===== src/design/oq_settings.svh =====
/*
  Build-time sizing for the output port switch.
  NUM_OUT must stay below 16, since the destination field is 4 bits.
  FIFO_DEPTH_BITS sets the ingress queue depth as a power of two.
  Back-pressure starts one word below the full depth.
*/
`ifndef OQ_SETTINGS_SVH
`define OQ_SETTINGS_SVH

// Stream inputs, each with its own ingress queue
`define NUM_IN 4

// Output ports reachable through the destination field
`define NUM_OUT 2

// Word widths; tkeep is DATA_W/8
`define DATA_W 64
`define TUSER_W 16

// Ingress queue depth is 2**FIFO_DEPTH_BITS words
`define FIFO_DEPTH_BITS 4

`endif


===== src/design/sched_pkg.sv =====
/*
  State encodings for packet arbitration and output steering.
*/

package sched_pkg;

  // Round-robin arbiter, between packets or inside one
  typedef enum logic {
    ARB_IDLE,
    ARB_PKT
  } arb_state_e;

  // Steering stage, per packet
  typedef enum logic [1:0] {
    ST_HEAD,
    ST_FORWARD,
    ST_DRAIN
  } steer_state_e;

endpackage


===== src/design/stream_pkg.sv =====
/*
  Stream word types shared by the queues, arbiter and steering stage.
  tuser layout: bits 3..0 destination port, bits 7..4 source.
  Upper tuser bits are carried through untouched.
*/
`include "oq_settings.svh"

package stream_pkg;

  typedef logic [`DATA_W-1:0]          data_t;
  typedef logic [`DATA_W/8-1:0]        keep_t;
  typedef logic [`TUSER_W-1:0]         tuser_t;
  typedef logic [3:0]                  dst_t;
  typedef logic [3:0]                  src_t;
  typedef logic [$clog2(`NUM_IN)-1:0]  queue_idx_t;

  localparam int DST_LSB = 0;
  localparam int SRC_LSB = 4;

  // One stored queue word
  typedef struct packed {
    data_t  data;
    keep_t  keep;
    tuser_t tuser;
    logic   last;
  } beat_t;

  function automatic dst_t tuser_dst(tuser_t user);
    return user[DST_LSB +: $bits(dst_t)];
  endfunction

  function automatic src_t tuser_src(tuser_t user);
    return user[SRC_LSB +: $bits(src_t)];
  endfunction

endpackage


===== src/design/beat_if.sv =====
/*
  One stream beat with valid/ready handshake.
  A beat moves on a rising edge with valid and ready both high.
  The source must not derive valid from ready.
*/
`timescale 1ns/1ns

interface beat_if;

  stream_pkg::beat_t beat;
  logic              valid;
  logic              ready;

  // Producer side
  modport src (
    output beat,
    output valid,
    input  ready
  );

  // Consumer side
  modport snk (
    input  beat,
    input  valid,
    output ready
  );

endinterface


===== src/design/egress_steer.sv =====
/*
  Steers each packet to the output port named in tuser bits 3..0.
  Destinations of NUM_OUT or above are drained at one beat per cycle.
  The port is fixed by the first beat; later tuser values are ignored.
  Back-pressure from the chosen port stalls the whole upstream path.
*/
`timescale 1ns/1ns
`include "oq_settings.svh"

module egress_steer (
  input  logic                                axis_aclk,
  input  logic                                axis_resetn,
  beat_if.snk                                 pkt_in,
  output stream_pkg::data_t  [`NUM_OUT-1:0]   m_axis_tdata,
  output stream_pkg::keep_t  [`NUM_OUT-1:0]   m_axis_tkeep,
  output stream_pkg::tuser_t [`NUM_OUT-1:0]   m_axis_tuser,
  output logic               [`NUM_OUT-1:0]   m_axis_tlast,
  output logic               [`NUM_OUT-1:0]   m_axis_tvalid,
  input  logic               [`NUM_OUT-1:0]   m_axis_tready,
  output logic               [`NUM_OUT-1:0]   pkt_removed,
  output logic                                pkt_dropped
);

  sched_pkg::steer_state_e state;
  stream_pkg::dst_t        head_dst;
  stream_pkg::dst_t        port_q;
  stream_pkg::dst_t        sel;
  logic                    dst_ok;
  logic                    fwd;
  logic                    drain;
  logic                    accept;
  logic [`NUM_OUT-1:0]     port_hit;

  assign head_dst = stream_pkg::tuser_dst(pkt_in.beat.tuser);
  assign dst_ok   = int'(head_dst) < `NUM_OUT;

  // Head beat decides from its own tuser, later beats use the latched port
  always_comb begin
    sel   = port_q;
    fwd   = 1'b0;
    drain = 1'b0;
    case (state)
      sched_pkg::ST_HEAD: begin
        sel   = head_dst;
        fwd   = dst_ok;
        drain = !dst_ok;
      end
      sched_pkg::ST_FORWARD: fwd   = 1'b1;
      sched_pkg::ST_DRAIN:   drain = 1'b1;
      default: ;
    endcase
  end

  for (genvar p = 0; p < `NUM_OUT; p++) begin : g_port
    assign port_hit[p]      = fwd && (sel == stream_pkg::dst_t'(p));
    assign m_axis_tvalid[p] = pkt_in.valid && port_hit[p];
    assign m_axis_tdata[p]  = pkt_in.beat.data;
    assign m_axis_tkeep[p]  = pkt_in.beat.keep;
    assign m_axis_tuser[p]  = pkt_in.beat.tuser;
    assign m_axis_tlast[p]  = pkt_in.beat.last;
  end

  assign pkt_in.ready = drain || |(port_hit & m_axis_tready);
  assign accept       = pkt_in.valid && pkt_in.ready;

  always_ff @(posedge axis_aclk) begin
    if (state == sched_pkg::ST_HEAD && accept) begin
      port_q <= head_dst;
    end
  end

  always_ff @(posedge axis_aclk) begin
    if (!axis_resetn) begin
      state       <= sched_pkg::ST_HEAD;
      pkt_removed <= '0;
      pkt_dropped <= 1'b0;
    end else begin
      pkt_removed <= '0;
      pkt_dropped <= 1'b0;
      if (accept) begin
        if (pkt_in.beat.last) begin
          state <= sched_pkg::ST_HEAD;
          // One-cycle end-of-packet pulses
          if (fwd) begin
            pkt_removed <= port_hit;
          end else begin
            pkt_dropped <= 1'b1;
          end
        end else if (state == sched_pkg::ST_HEAD) begin
          state <= fwd ? sched_pkg::ST_FORWARD : sched_pkg::ST_DRAIN;
        end
      end
    end
  end

endmodule


===== src/flat_wrapper.sv =====
// flat-port wrapper written by rule: the top's interface ports become plain ports
module egress_steer_flat 
  (axis_aclk, axis_resetn, m_axis_tdata, m_axis_tkeep, m_axis_tuser, m_axis_tlast, m_axis_tvalid, m_axis_tready, pkt_removed, pkt_dropped, pkt_in_beat, pkt_in_valid, pkt_in_ready);
  beat_if pkt_in_i ();
  input  logic axis_aclk;
  input  logic axis_resetn;
  output stream_pkg::data_t  [`NUM_OUT-1:0] m_axis_tdata;
  output stream_pkg::keep_t  [`NUM_OUT-1:0] m_axis_tkeep;
  output stream_pkg::tuser_t [`NUM_OUT-1:0] m_axis_tuser;
  output logic               [`NUM_OUT-1:0] m_axis_tlast;
  output logic               [`NUM_OUT-1:0] m_axis_tvalid;
  input  logic               [`NUM_OUT-1:0] m_axis_tready;
  output logic               [`NUM_OUT-1:0] pkt_removed;
  output logic pkt_dropped;
  input wire logic [$bits(pkt_in_i.beat)-1:0] pkt_in_beat;
  input wire logic [$bits(pkt_in_i.valid)-1:0] pkt_in_valid;
  output wire logic [$bits(pkt_in_i.ready)-1:0] pkt_in_ready;
  assign pkt_in_i.beat = pkt_in_beat;
  assign pkt_in_i.valid = pkt_in_valid;
  assign pkt_in_ready = pkt_in_i.ready;
  egress_steer u_core (.axis_aclk(axis_aclk), .axis_resetn(axis_resetn), .pkt_in(pkt_in_i), .m_axis_tdata(m_axis_tdata), .m_axis_tkeep(m_axis_tkeep), .m_axis_tuser(m_axis_tuser), .m_axis_tlast(m_axis_tlast), .m_axis_tvalid(m_axis_tvalid), .m_axis_tready(m_axis_tready), .pkt_removed(pkt_removed), .pkt_dropped(pkt_dropped));
endmodule

===== config.mk =====
export PLATFORM = sky130hd
export DESIGN_NAME = egress_steer_flat
export DESIGN_NICKNAME = d
export VERILOG_FILES = /design/src/design/sched_pkg.sv /design/src/design/stream_pkg.sv /design/src/design/beat_if.sv /design/src/design/egress_steer.sv /design/src/flat_wrapper.sv
export VERILOG_INCLUDE_DIRS = /design/src /design/src/design
export SDC_FILE = /design/constraint.sdc
export NUM_CORES = 1
export LEC_CHECK = 0
export BUFFER_PORTS_ARGS = -buffer_cell sky130_fd_sc_hd__buf_2
export CORE_AREA = 3 3 106 108
export DETAILED_ROUTE_END_ITERATION = 16
export DIE_AREA = 0 0 109 111
export PLACE_DENSITY_LB_ADDON = 0.25
export SETUP_SLACK_MARGIN = 0.05
export SYNTH_ARGS = -nofsm -noshare
export SYNTH_HDL_FRONTEND = slang
export SYNTH_SLANG_ARGS = --single-unit
export TNS_END_PERCENT = 5

===== constraint.sdc =====
create_clock -name axis_aclk -period 5.29 [get_ports axis_aclk]
set_input_delay 0.7935 -clock axis_aclk [delete_from_list [all_inputs] [get_ports axis_aclk]]
set_output_delay 0.7935 -clock axis_aclk [all_outputs]
set_load 0.005 [all_outputs]

* After elaboration in Yosys (flattened, before gate mapping) *
Cells that the tools add are included.

operators by class
  $lt $le $gt $ge = 1
  equal/unequal tests = 3
  multiplexer cells = 7
  bitwise operators = 1
  reduce and logical (&&, ||, !) cells = 15

operators by type and width
  operator                                                              number
  1-bit logical AND                                                     6
  2-bit two-way mux                                                     3
  4-bit by 1-bit == test with 1-bit output, second input constant       1
  4-bit logical NOT                                                     1
  4-bit by 2-bit < comparator with 1-bit output, second input constant  1
  4-bit two-way mux                                                     1
  1-bit one-hot mux with 2 select lines                                 2
  4-bit AND reduction                                                   1
  3-bit AND reduction                                                   1
  2-bit bitwise AND                                                     1
  2-bit by 1-bit == test with 1-bit output, second input constant       1
  2-bit == test, second input constant                                  1
  2-bit logical NOT                                                     1
  2-bit AND reduction                                                   1
  2-bit nonzero test                                                    1
  2-bit OR reduction                                                    1
  1-bit logical NOT                                                     1
  1-bit logical OR                                                      1
  1-bit two-way mux                                                     1

word-level totals
  register bits = 9
  input port bits = 94
  word-level logic and storage cells = 31

* Longest topological paths before layout *
Gate-level depths: netlist (run 1).

  depth in word-level cells = 9
  gate-level depth with buffers = 5
  gate-level depth less buffers = 4

* Worst setup path before layout (run 1) *
Ideal clock, no wire load.

  kind = input to output
  start point = input pkt_in_beat[1]
  end point = output pkt_in_ready
  arrival time = 1.585 ns
  data required time = 4.497 ns
  path slack = 2.911 ns
  stages on the path = 4
  path buffers = 0
  cells stage by stage = or3b_4 > a21boi_4 > nor2_2 > a21oi_1

between the ends
  word-level cells in the longest chain between the ends = 6
  elaborated cells between the ends (all ways) = 12
  classes of those cells = order compare: 1; eq/ne: 1; mux: 3; bitwise: 1; reduce/logical: 6

ends and longest elaborated chain
  what                                                                                                 RTL line            text
  start: declaration                                                                                   flat_wrapper.sv:15  input wire logic [$bits(pkt_in_i.beat)-1:0] pkt_in_beat;
  4-bit by 2-bit < comparator with 1-bit output (no line) / 4-bit two-way mux (equally long branches)  n/a
  1-bit one-hot mux with 2 select lines, or another cell as far along                                  egress_steer.sv:42  case (state)
  1-bit logical AND                                                                                    egress_steer.sv:55  assign port_hit[p] = fwd && (sel == stream_pkg::dst_t'(p));
  2-bit bitwise AND                                                                                    egress_steer.sv:63  assign pkt_in.ready = drain || |(port_hit & m_axis_tready);
  2-bit OR reduction                                                                                   egress_steer.sv:63
  1-bit logical OR *                                                                                   egress_steer.sv:63
  end: declaration                                                                                     flat_wrapper.sv:17  output wire logic [$bits(pkt_in_i.ready)-1:0] pkt_in_ready;

Every way passes the cells marked *; elsewhere a longest branch is shown, timed or not.

* Final worst setup path (run 1) *
Ends and elaborated chain as after synthesis.

==> flow_summary.json, run 1 <==
{
  "critical_path.cell_chain": "buf_2, or3b_4, and3_4, nor2_2, a21oi_1, buf_2",
  "finalCritPeriodShare": 0.511,
  "grt_pass1_vias": 693,
  "synth.avg_cell_area_sq_um": 8.13,
  "cp_slowest_cell": "or3b_4",
  "grt_first_pass_wirelength_um": 5090,
  "clock-sinks": 9,
  "drv_cap": 0,
  "setup_viol": 0,
  "h-tree-depth": 1,
  "dr.pass1.iters": 4,
  "fin_setup_tns_ns": 0,
  "r2r_cells": 4,
  "min_path_type": "reg -> reg",
  "r2r_end": "u_core.port_q[0]",
  "postCtsSetupBuffers": 0,
  "post-route-min-period_ns": 2.70,
  "synth_edf_count": 4,
  "io_pins": 278,
  "max_freq_mhz": 370,
  "cp_num_cells": 6,
  "hold_buffers": 0,
  "startpoint_type": "input pin",
  "rsz0062_at_grt": "false",
  "synth_async_sr_flop_share": 0,
  "clockBufferDepth": 2,
  "path_clk_slew_ns": 0.04,
  "crit_top_cell": "buf_2",
  "r2r_slack_ns": 3.21,
  "ys_ff_latch": 9,
  "slew_viol_final": 0,
  "areaGrowthSynthToFinish_pct": -54.8,
  "synth_common_cells": "buf_4 (178), dfxtp_1 (5), nand2_1 (5)",
  "stdcell_count": 212,
  "place_area_sq_um": 786,
  "dieArea_sq_um": 12100,
  "postLayoutCoreUtil": 0.0805,
  "synth_area_sq_um": 1840,
  "synth_most_common_cell": "buf_4",
  "drc": 0,
  "synth_fp_nets": 320,
  "ys_seq_area_frac": 0.120,
  "crit_buf_inv": 2,
  "ys_warn_count": 0,
  "die_h_um": 111,
  "synth_cell_type_count": 30,
  "synth_flop_cell": "dfxtp_1",
  "synth.area.top_cells": "buf_4 (73%), edfxtp_1 (6.5%), dfxtp_1 (5.4%), a21boi_4 (1.0%), nand2_1 (1.0%)",
  "final.setup_skew_ns": 0.00892,
  "netlist_instances": 226,
  "crit_family": "simple AND/OR/NAND/NOR gates",
  "synth_area_leader_cell": "buf_4",
  "crit_end": "pkt_in_ready",
  "r2r_start": "u_core.state[1]",
  "status": "complete, no violations",
  "path_class": "in -> out",
  "vdd_ir_drop_max_mv": 0.0683,
  "worst_ep_required_time_ns": 4.50,
  "tightest_slew_ns": 0.598,
  "die_width_um": 109,
  "drt-total-wl_um": 3740,
  "synth_top_area_frac": 0.727,
  "cts_buffers": 3,
  "worstPathMaxFanout": 6,
  "drtIter0Drc": 5,
  "core_sq_um": 10300,
  "diodes": 0,
  "relSlewSlack": 0.598,
  "ant_nets": 0,
  "via_count": 648,
  "nets": 171,
  "crit_path_max_incr_delay_ns": 0.41,
  "leakagePower_uw": 0.000299,
  "dp_cells": 208,
  "via_per_inst": 3.06,
  "drive_above_1_share": 0.513,
  "tritoncts": "done",
  "cts_root_buffer": "clkbuf_8",
  "start_util": 0.178,
  "wl_per_cell_um": 17.6,
  "grt_antenna_before_repair": 0,
  "hpwl_um": 3320,
  "place_congestion": 0.674,
  "placementRows": 37,
  "p_per_area_nw_per_um2": 230,
  "io_buffers": 25,
  "grt-ovfl-total": 0,
  "cp.arrival_ns": 1.91,
  "critPathLaunch": "pkt_in_beat[1]",
  "insertion_delay_ns": 0.24,
  "grtUsageTotal": 0.0586,
  "fin_area_sq_um": 831,
  "hold_viol": 0,
  "grt_start_max_net_pins": 11,
  "cts_resized": 0,
  "end_kind": "output pin"
}
registers in the layout, summed over array words and instances (netlist names):
register            cells
u_core.pkt_dropped      1
u_core.pkt_removed      2
u_core.port_q           4
u_core.state            2
placed cells by master, fill, tap and decap left out, types with 2 or more instances in the layout:
cell / instances
a21oi_1: 2
clkbuf_8: 3
inv_1: 3
nand2_1: 5
dfxtp_1: 5
nor2_1: 4
edfxtp_1: 4
buf_2: 25
nand4_1: 2
nand3_1: 2
per-layer routing:
layer  GRT usage  wire [um]  part of all wire  up-vias
li1            -          -                 -      240
met1      0.0324        778              0.21      258
met2      0.0942       1740              0.47      122
met3      0.0681       1000              0.27       28
met4      0.0455        209             0.056        0
met5           0          0                 0        -
where the power goes:
part           switching (uW)  internal (uW)  leakage, uW
sequential               3.02           76.5    0.0000790
combinational            16.3           12.4     0.000198
clock                    30.2           52.8    0.0000228
total                    49.5            142     0.000299
tightest hold or removal path: stages, from the launching register on:
cell and delay, ns:
edfxtp_1 0.33, nor4_2 0.08, o21ai_2 0.09, a211oi_2 0.07
logic make-up (layout without fill, tap and decap cells):
logic type      after synthesis  count (layout)  share of synthesized area
simple gates                 22              22                     0.0708
compound gates               13              13                     0.0701
flops                         9               9                      0.120
buf+inv                     182              32                      0.739
how the worst min path moves through the flow:
stage                           startpoint                    end  slack [ns]  cells after the start
final                     u_core.port_q[1]  u_core.pkt_removed[0]        0.62                      3
after global routing      u_core.port_q[3]  u_core.pkt_removed[0]        0.66                      3
after CTS                 u_core.port_q[1]  u_core.pkt_removed[1]        0.62                      3
after detailed placement  u_core.port_q[3]  u_core.pkt_removed[0]        0.60                      3
after global placement    u_core.port_q[3]  u_core.pkt_removed[1]        0.63                      3
after floorplan            u_core.state[0]     u_core.pkt_dropped        0.52                      2
layout make-up:
cell class	instances	area, sq um
fill	1204	9490
multi-input combinational	35	259
sequential	9	220
tap	136	170
timing repair buffer	25	125
clock buffer	4	45.0
inverter	3	11.3
metrics by stage:
step / hold WS (ns) / worst slack [ns] / total power (uW)
final: 0.620 / 2.59 / 191
after global routing: 0.662 / 2.49 / 203
after CTS: 0.625 / 2.57 / 193
after detailed placement: 0.604 / 2.57 / 110
after global placement: 0.626 / 2.59 / 111
after floorplan: 0.523 / 2.91 / 203
Note: power is estimated with default switching activity, not from simulation.
==> run 2: changes to the inputs <==
--- a/config.mk
+++ b/config.mk
@@ -6,10 +6,11 @@
 export SDC_FILE = /design/constraint.sdc
 export NUM_CORES = 1
 export LEC_CHECK = 0
+export ABC_AREA = 1
 export BUFFER_PORTS_ARGS = -buffer_cell sky130_fd_sc_hd__buf_2
-export CORE_AREA = 3 3 106 108
+export CORE_AREA = 3 3 108 110
 export DETAILED_ROUTE_END_ITERATION = 16
-export DIE_AREA = 0 0 109 111
+export DIE_AREA = 0 0 111 113
 export PLACE_DENSITY_LB_ADDON = 0.25
 export SETUP_SLACK_MARGIN = 0.05
 export SYNTH_ARGS = -nofsm -noshare
==> constraint.sdc (replaced) <==
create_clock -name axis_aclk -period 2.2 [get_ports axis_aclk]
set_input_delay 0.33 -clock axis_aclk [delete_from_list [all_inputs] [get_ports axis_aclk]]
set_output_delay 0.33 -clock axis_aclk [all_outputs]
set_load 0.005 [all_outputs]
==> flow_summary.json, run 2 <==
{
  "synth_flop_cell": "dfxtp_1",
  "tritoncts": "done",
  "crit_family": "simple AND/OR/NAND/NOR gates",
  "end_kind": "output pin",
  "synth_common_cells": "buf_4 (178), nand2_1 (13), nor2_1 (9)",
  "synth_cell_type_count": 18,
  "r2r_cells": 7,
  "synth.area.top_cells": "buf_4 (74%), edfxtp_1 (6.6%), dfxtp_1 (5.5%), nand2_1 (2.7%), nor2_1 (1.9%)",
  "leakagePower_uw": 0.000332,
  "postCtsSetupBuffers": 0,
  "synth_compound_area_frac": 0.0111,
  "post-route-min-period_ns": 1.73,
  "cp_slowest_cell": "dfxtp_1",
  "h-tree-depth": 1,
  "place_ws_ns": 0.388,
  "rsz0062_at_grt": "false",
  "worst_slack_ns": 0.474,
  "ys_seq_area_frac": 0.122,
  "place_congestion": 0.703,
  "synth_area_leader_cell": "buf_4",
  "dieArea_sq_um": 12500,
  "ys_warn_count": 0,
  "netlist_instances": 236,
  "r2r_end": "u_core.port_q[3]",
  "nets": 182,
  "drtIter0Drc": 38,
  "start_util": 0.167,
  "areaGrowthSynthToFinish_pct": -54.8,
  "cts_root_buffer": "clkbuf_8",
  "yosys.area_share.simple": 0.111,
  "synth-xor-area-share": 0,
  "layout_common_cells": "buf_2 (25), nand2_1 (13), nor2_1 (9)",
  "slew_viol_final": 0,
  "worstPathMaxFanout": 8,
  "r2r_start": "u_core.state[1]",
  "synth_fp_nets": 330,
  "synth_mux_area_frac": 0,
  "placementRows": 38,
  "ant_nets": 0,
  "die_h_um": 113,
  "drv_cap": 0,
  "p_per_area_nw_per_um2": 549,
  "critPathLaunch": "u_core.state[1]",
  "hold_viol": 0,
  "io_buffers": 25,
  "path_clk_slew_ns": 0.05,
  "fin_setup_tns_ns": 0,
  "cts_resized": 0,
  "status": "complete, no violations",
  "min_path_type": "in -> reg",
  "r2r_slack_ns": 0.49,
  "reg.largest.list": "u_core.port_q (4), u_core.pkt_removed (2), u_core.state (2)",
  "vdd_ir_drop_max_mv": 0.153,
  "setup_viol": 0,
  "die_width_um": 111,
  "core_sq_um": 10800,
  "clockBufferDepth": 2,
  "grt_first_pass_wirelength_um": 3960,
  "hpwl_um": 2220,
  "startpoint_type": "flip-flop",
  "clock-sinks": 9,
  "grtUsageTotal": 0.0411,
  "grt_start_max_net_pins": 9,
  "via_count": 598,
  "hold_path_end": "u_core.port_q[3]",
  "relSlewSlack": 0.754,
  "via_per_inst": 2.63,
  "worst_ep_required_time_ns": 1.87,
  "drt-total-wl_um": 2640,
  "synth_top_family_by_area": "buffers and inverters",
  "worstHoldStart": "pkt_in_beat[4]",
  "synth_edf_count": 4,
  "critical_path.cell_chain": "nor2_4, nand3_1, nand2_2, nand2_1, nor2_1, buf_2",
  "ys_ff_latch": 9,
  "grt-ovfl-total": 0,
  "dr.pass1.iters": 4,
  "hold_buffers": 0,
  "synth_top_area_frac": 0.740,
  "dp_cells": 223,
  "synth.avg_cell_area_sq_um": 7.66,
  "grt_antenna_before_repair": 0,
  "final_common_cell": "buf_2",
  "fin_area_sq_um": 817,
  "grt_pass1_vias": 682,
  "synth_most_common_cell": "buf_4",
  "tightest_slew_ns": 0.368,
  "synth_area_sq_um": 1810,
  "worstHoldPathCells": 1,
  "synth_async_sr_flop_share": 0,
  "finalCritPeriodShare": 0.784,
  "synth-adder-area-share": 0,
  "stdcell_count": 227,
  "wl_per_cell_um": 11.6,
  "diodes": 0,
  "cts_buffers": 3,
  "cp.arrival_ns": 1.40,
  "top_register": "u_core.port_q",
  "largest_reg_flops": 4,
  "drive_above_1_share": 0.437,
  "drc": 0,
  "crit_path_max_incr_delay_ns": 0.36,
  "max_freq_mhz": 579,
  "place_area_sq_um": 771,
  "final.setup_skew_ns": 0.00667,
  "path_class": "reg -> out",
  "insertion_delay_ns": 0.23,
  "io_pins": 278,
  "crit_buf_inv": 1
}
run 2: routing by layer:
metal,GRT usage,vias up,part of all wire
met4,0.0747,0,0.18
met2,0.0417,64,0.32
li1,-,243,-
met3,0.0230,71,0.16
met1,0.0417,220,0.34
met5,0,-,0
run 2: where the power goes:
part | switching [uW] | total [uW] | leakage (uW) | internal, uW
Sequential | 4.02 | 188 | 0.0000790 | 184
Clock | 68.5 | 192 | 0.0000255 | 124
Combinational | 41.8 | 68.5 | 0.000228 | 26.7
run 2: worst max-delay path by stage:
stage	cells after the start	slack, ns	end
after floorplan	7	0.70	u_core.port_q[0]
after global placement	8	0.43	u_core.port_q[3]
after detailed placement	8	0.39	u_core.port_q[3]
after CTS	6	0.41	m_axis_tvalid[0]
after global routing	8	0.25	u_core.port_q[3]
final	6	0.47	m_axis_tvalid[0]
run 2: kinds of logic after synthesis:
group / count (synthesis)
and+or+nand+nor: 37
DFF: 9
buffers and inverters: 186
AOI/OAI and AO/OA: 4
run 2: layout make-up:
cell class	count	area [sq um]
well taps	140	175
flip-flops and latches	9	220
inverters	8	30.0
repair buffers	25	125
fillers	1272	9980
clock inverters	1	5.00
clock buffers	3	41.3
multi-input cells	41	220
run 2: through the flow:
| step | utilization | hold WS (ns) | total power (uW) |
|---|---|---|---|
| finish | 0.0757 | 0.309 | 449 |
| global placement | 0.0714 | 0.511 | 263 |
| CTS | 0.0757 | 0.300 | 464 |
| floorplan | - | 0.429 | 486 |
| detailed placement | 0.0714 | 0.515 | 262 |
| global route | 0.0757 | 0.315 | 482 |
==> run 3: changes to the inputs <==
==> constraint.sdc (replaced) <==
create_clock -name axis_aclk -period 1.4 [get_ports axis_aclk]
set_input_delay 0.21 -clock axis_aclk [delete_from_list [all_inputs] [get_ports axis_aclk]]
set_output_delay 0.21 -clock axis_aclk [all_outputs]
set_load 0.005 [all_outputs]
==> flow_summary.json, run 3 (synthesized netlist as in run 2, its figures left out) <==
{
  "tritoncts": "done",
  "dr.pass1.iters": 3,
  "via_count": 684,
  "grt_pass1_vias": 690,
  "grt_antenna_before_repair": 0,
  "num-fill-cells": 1256,
  "post-route-min-period_ns": 1.58,
  "top_register": "u_core.port_q",
  "drv_cap": 0,
  "grt_first_pass_wirelength_um": 3520,
  "final.setup_skew_ns": 0.00633,
  "grtUsageTotal": 0.0364,
  "placementRows": 38,
  "pwr-share-comb": 0.220,
  "stdcell_count": 240,
  "dieArea_sq_um": 12500,
  "ant_nets": 0,
  "nets": 195,
  "tightest_slew_ns": 0.273,
  "cts_root_buffer": "clkbuf_8",
  "p_seq_frac": 0.385,
  "grt_start_max_net_pins": 7,
  "setup_viol": 10,
  "relSlewSlack": 0.817,
  "drc": 0,
  "worst_ep_required_time_ns": 1.19,
  "grt-ovfl-total": 0,
  "multiInputGateArea_sq_um": 292,
  "min_path_type": "in -> reg",
  "worst_slack_ns": -0.178,
  "vdd_ir_drop_max_mv": 0.163,
  "core_sq_um": 10800,
  "finalCritPeriodShare": 1.13,
  "layout_common_cells": "buf_2 (24), buf_4 (11), nand2_1 (8)",
  "insertion_delay_ns": 0.23,
  "largest_reg_flops": 4,
  "clkPwrFrac": 0.395,
  "startpoint_type": "flip-flop",
  "status": "complete, but fails checks",
  "path_class": "reg -> out",
  "max_freq_mhz": 634,
  "final_common_cell": "buf_2",
  "power.internal_uw": 566,
  "dp_cells": 232,
  "rsz0062_at_grt": "true",
  "diodes": 0,
  "wl_per_cell_um": 10.0,
  "io_pins": 278,
  "cts_buffers": 3,
  "reg.largest.list": "u_core.port_q (4), u_core.pkt_removed (2), u_core.state (2)",
  "path_clk_slew_ns": 0.05,
  "die_width_um": 111,
  "drive_above_1_share": 0.670,
  "hold_viol": 0,
  "place_congestion": 0.672,
  "via_per_inst": 2.85,
  "postLayoutCoreUtil": 0.0931,
  "die_h_um": 113,
  "cp.arrival_ns": 1.37,
  "p_sw_uw": 205,
  "regArea_sq_um": 225,
  "violations": "negative setup slack",
  "h-tree-depth": 1,
  "start_util": 0.167,
  "end_kind": "output pin",
  "areaGrowthSynthToFinish_pct": -44.4,
  "hpwl_um": 2010,
  "p_per_area_nw_per_um2": 768,
  "clock-sinks": 9,
  "drtIter0Drc": 19,
  "leakagePower_uw": 0.000420,
  "slew_viol_final": 0,
  "worstPathMaxFanout": 6,
  "hold_buffers": 0,
  "io_buffers": 25,
  "p_total_uw": 771,
  "drt-total-wl_um": 2410,
  "r2r_slack_ns": -0.13,
  "clockBufferDepth": 2,
  "switching_share": 0.266
}
==> run 3: cell count changes in the layout (fill, tap and decap cells not counted), moves of 2 or more <==
cell	before	now
nand2_4	1	4
buf_4	0	11
nand2_1	13	8
dfxtp_1	5	3
inv_1	8	6
nor2_1	9	6
nor2_4	1	3
nand3_1	3	1
inv_2	0	2
nand2_2	1	3
buf_6	0	3
==> run 3: worst max-delay path, stage by stage (launching register included) <==
cell,delay [ns]
dfxtp_4,0.36
nor2_4,0.18
buf_4,0.15
o21ai_2,0.06
nand3_2,0.09
nand3_4,0.06
buf_6,0.13
buf_6,0.10
==> run 3: final timing paths <==
check                  startpoint                to  depth (start not counted)
hold / removal     pkt_in_beat[2]  u_core.port_q[1]                          1
setup / recovery  u_core.state[1]      pkt_in_ready                          7
hold reg to reg   u_core.state[0]   u_core.state[0]                          2
setup reg to reg  u_core.state[1]  u_core.port_q[1]                          8
==> run 3: area by class of cell <==
| class | count | area share |
|---|---|---|
| Tap cell | 140 | 0.174 |
| Multi-Input combinational cell | 41 | 0.290 |
| Sequential cell | 9 | 0.224 |
| Clock buffer | 3 | 0.0411 |
| Inverter | 8 | 0.0299 |
| Clock inverter | 1 | 0.00498 |
| Timing Repair Buffer | 38 | 0.235 |
==> run 3: per-stage QoR <==
stage	cell area [sq um]	setup TNS, ns	worst slack [ns]	hold slack (ns)
2_1_floorplan	1820	0	0.0530	0.309
3_3_place_gp	848	-0.0980	-0.0246	0.420
3_5_place_dp	848	-0.212	-0.0467	0.420
4_1_cts	962	-1.72	-0.225	0.216
5_1_grt	1000	-2.45	-0.268	0.231
6_report	1000	-1.21	-0.178	0.224
==> run 3: power by group through the flow <==
stage / clock network (uW) / logic [uW] / registers (uW)
after floorplan: 0 / 467 / 301
after global placement: 0 / 137 / 302
after detailed placement: 0 / 136 / 302
after CTS: 323 / 160 / 296
after global routing: 343 / 189 / 298
final: 305 / 170 / 297
==> run 3: timing repair <==
action                                  in CTS  in global routing
endpoints found under the hold margin        0                  0
gates resized for setup                     15                  7
gates cloned                                 0                  0
pin swaps                                    8                  8
endpoints found under the setup margin      12                 12
buffers inserted                             2                  2
==> run 3: per-layer routing <==
| metal | vias to the layer above | GRT usage | wire length, um |
|---|---|---|---|
| li1 | 272 | - | - |
| met1 | 282 | 0.0353 | 828 |
| met2 | 81 | 0.0413 | 872 |
| met3 | 49 | 0.0235 | 391 |
| met4 | 0 | 0.0567 | 313 |
| met5 | - | 0 | 0 |
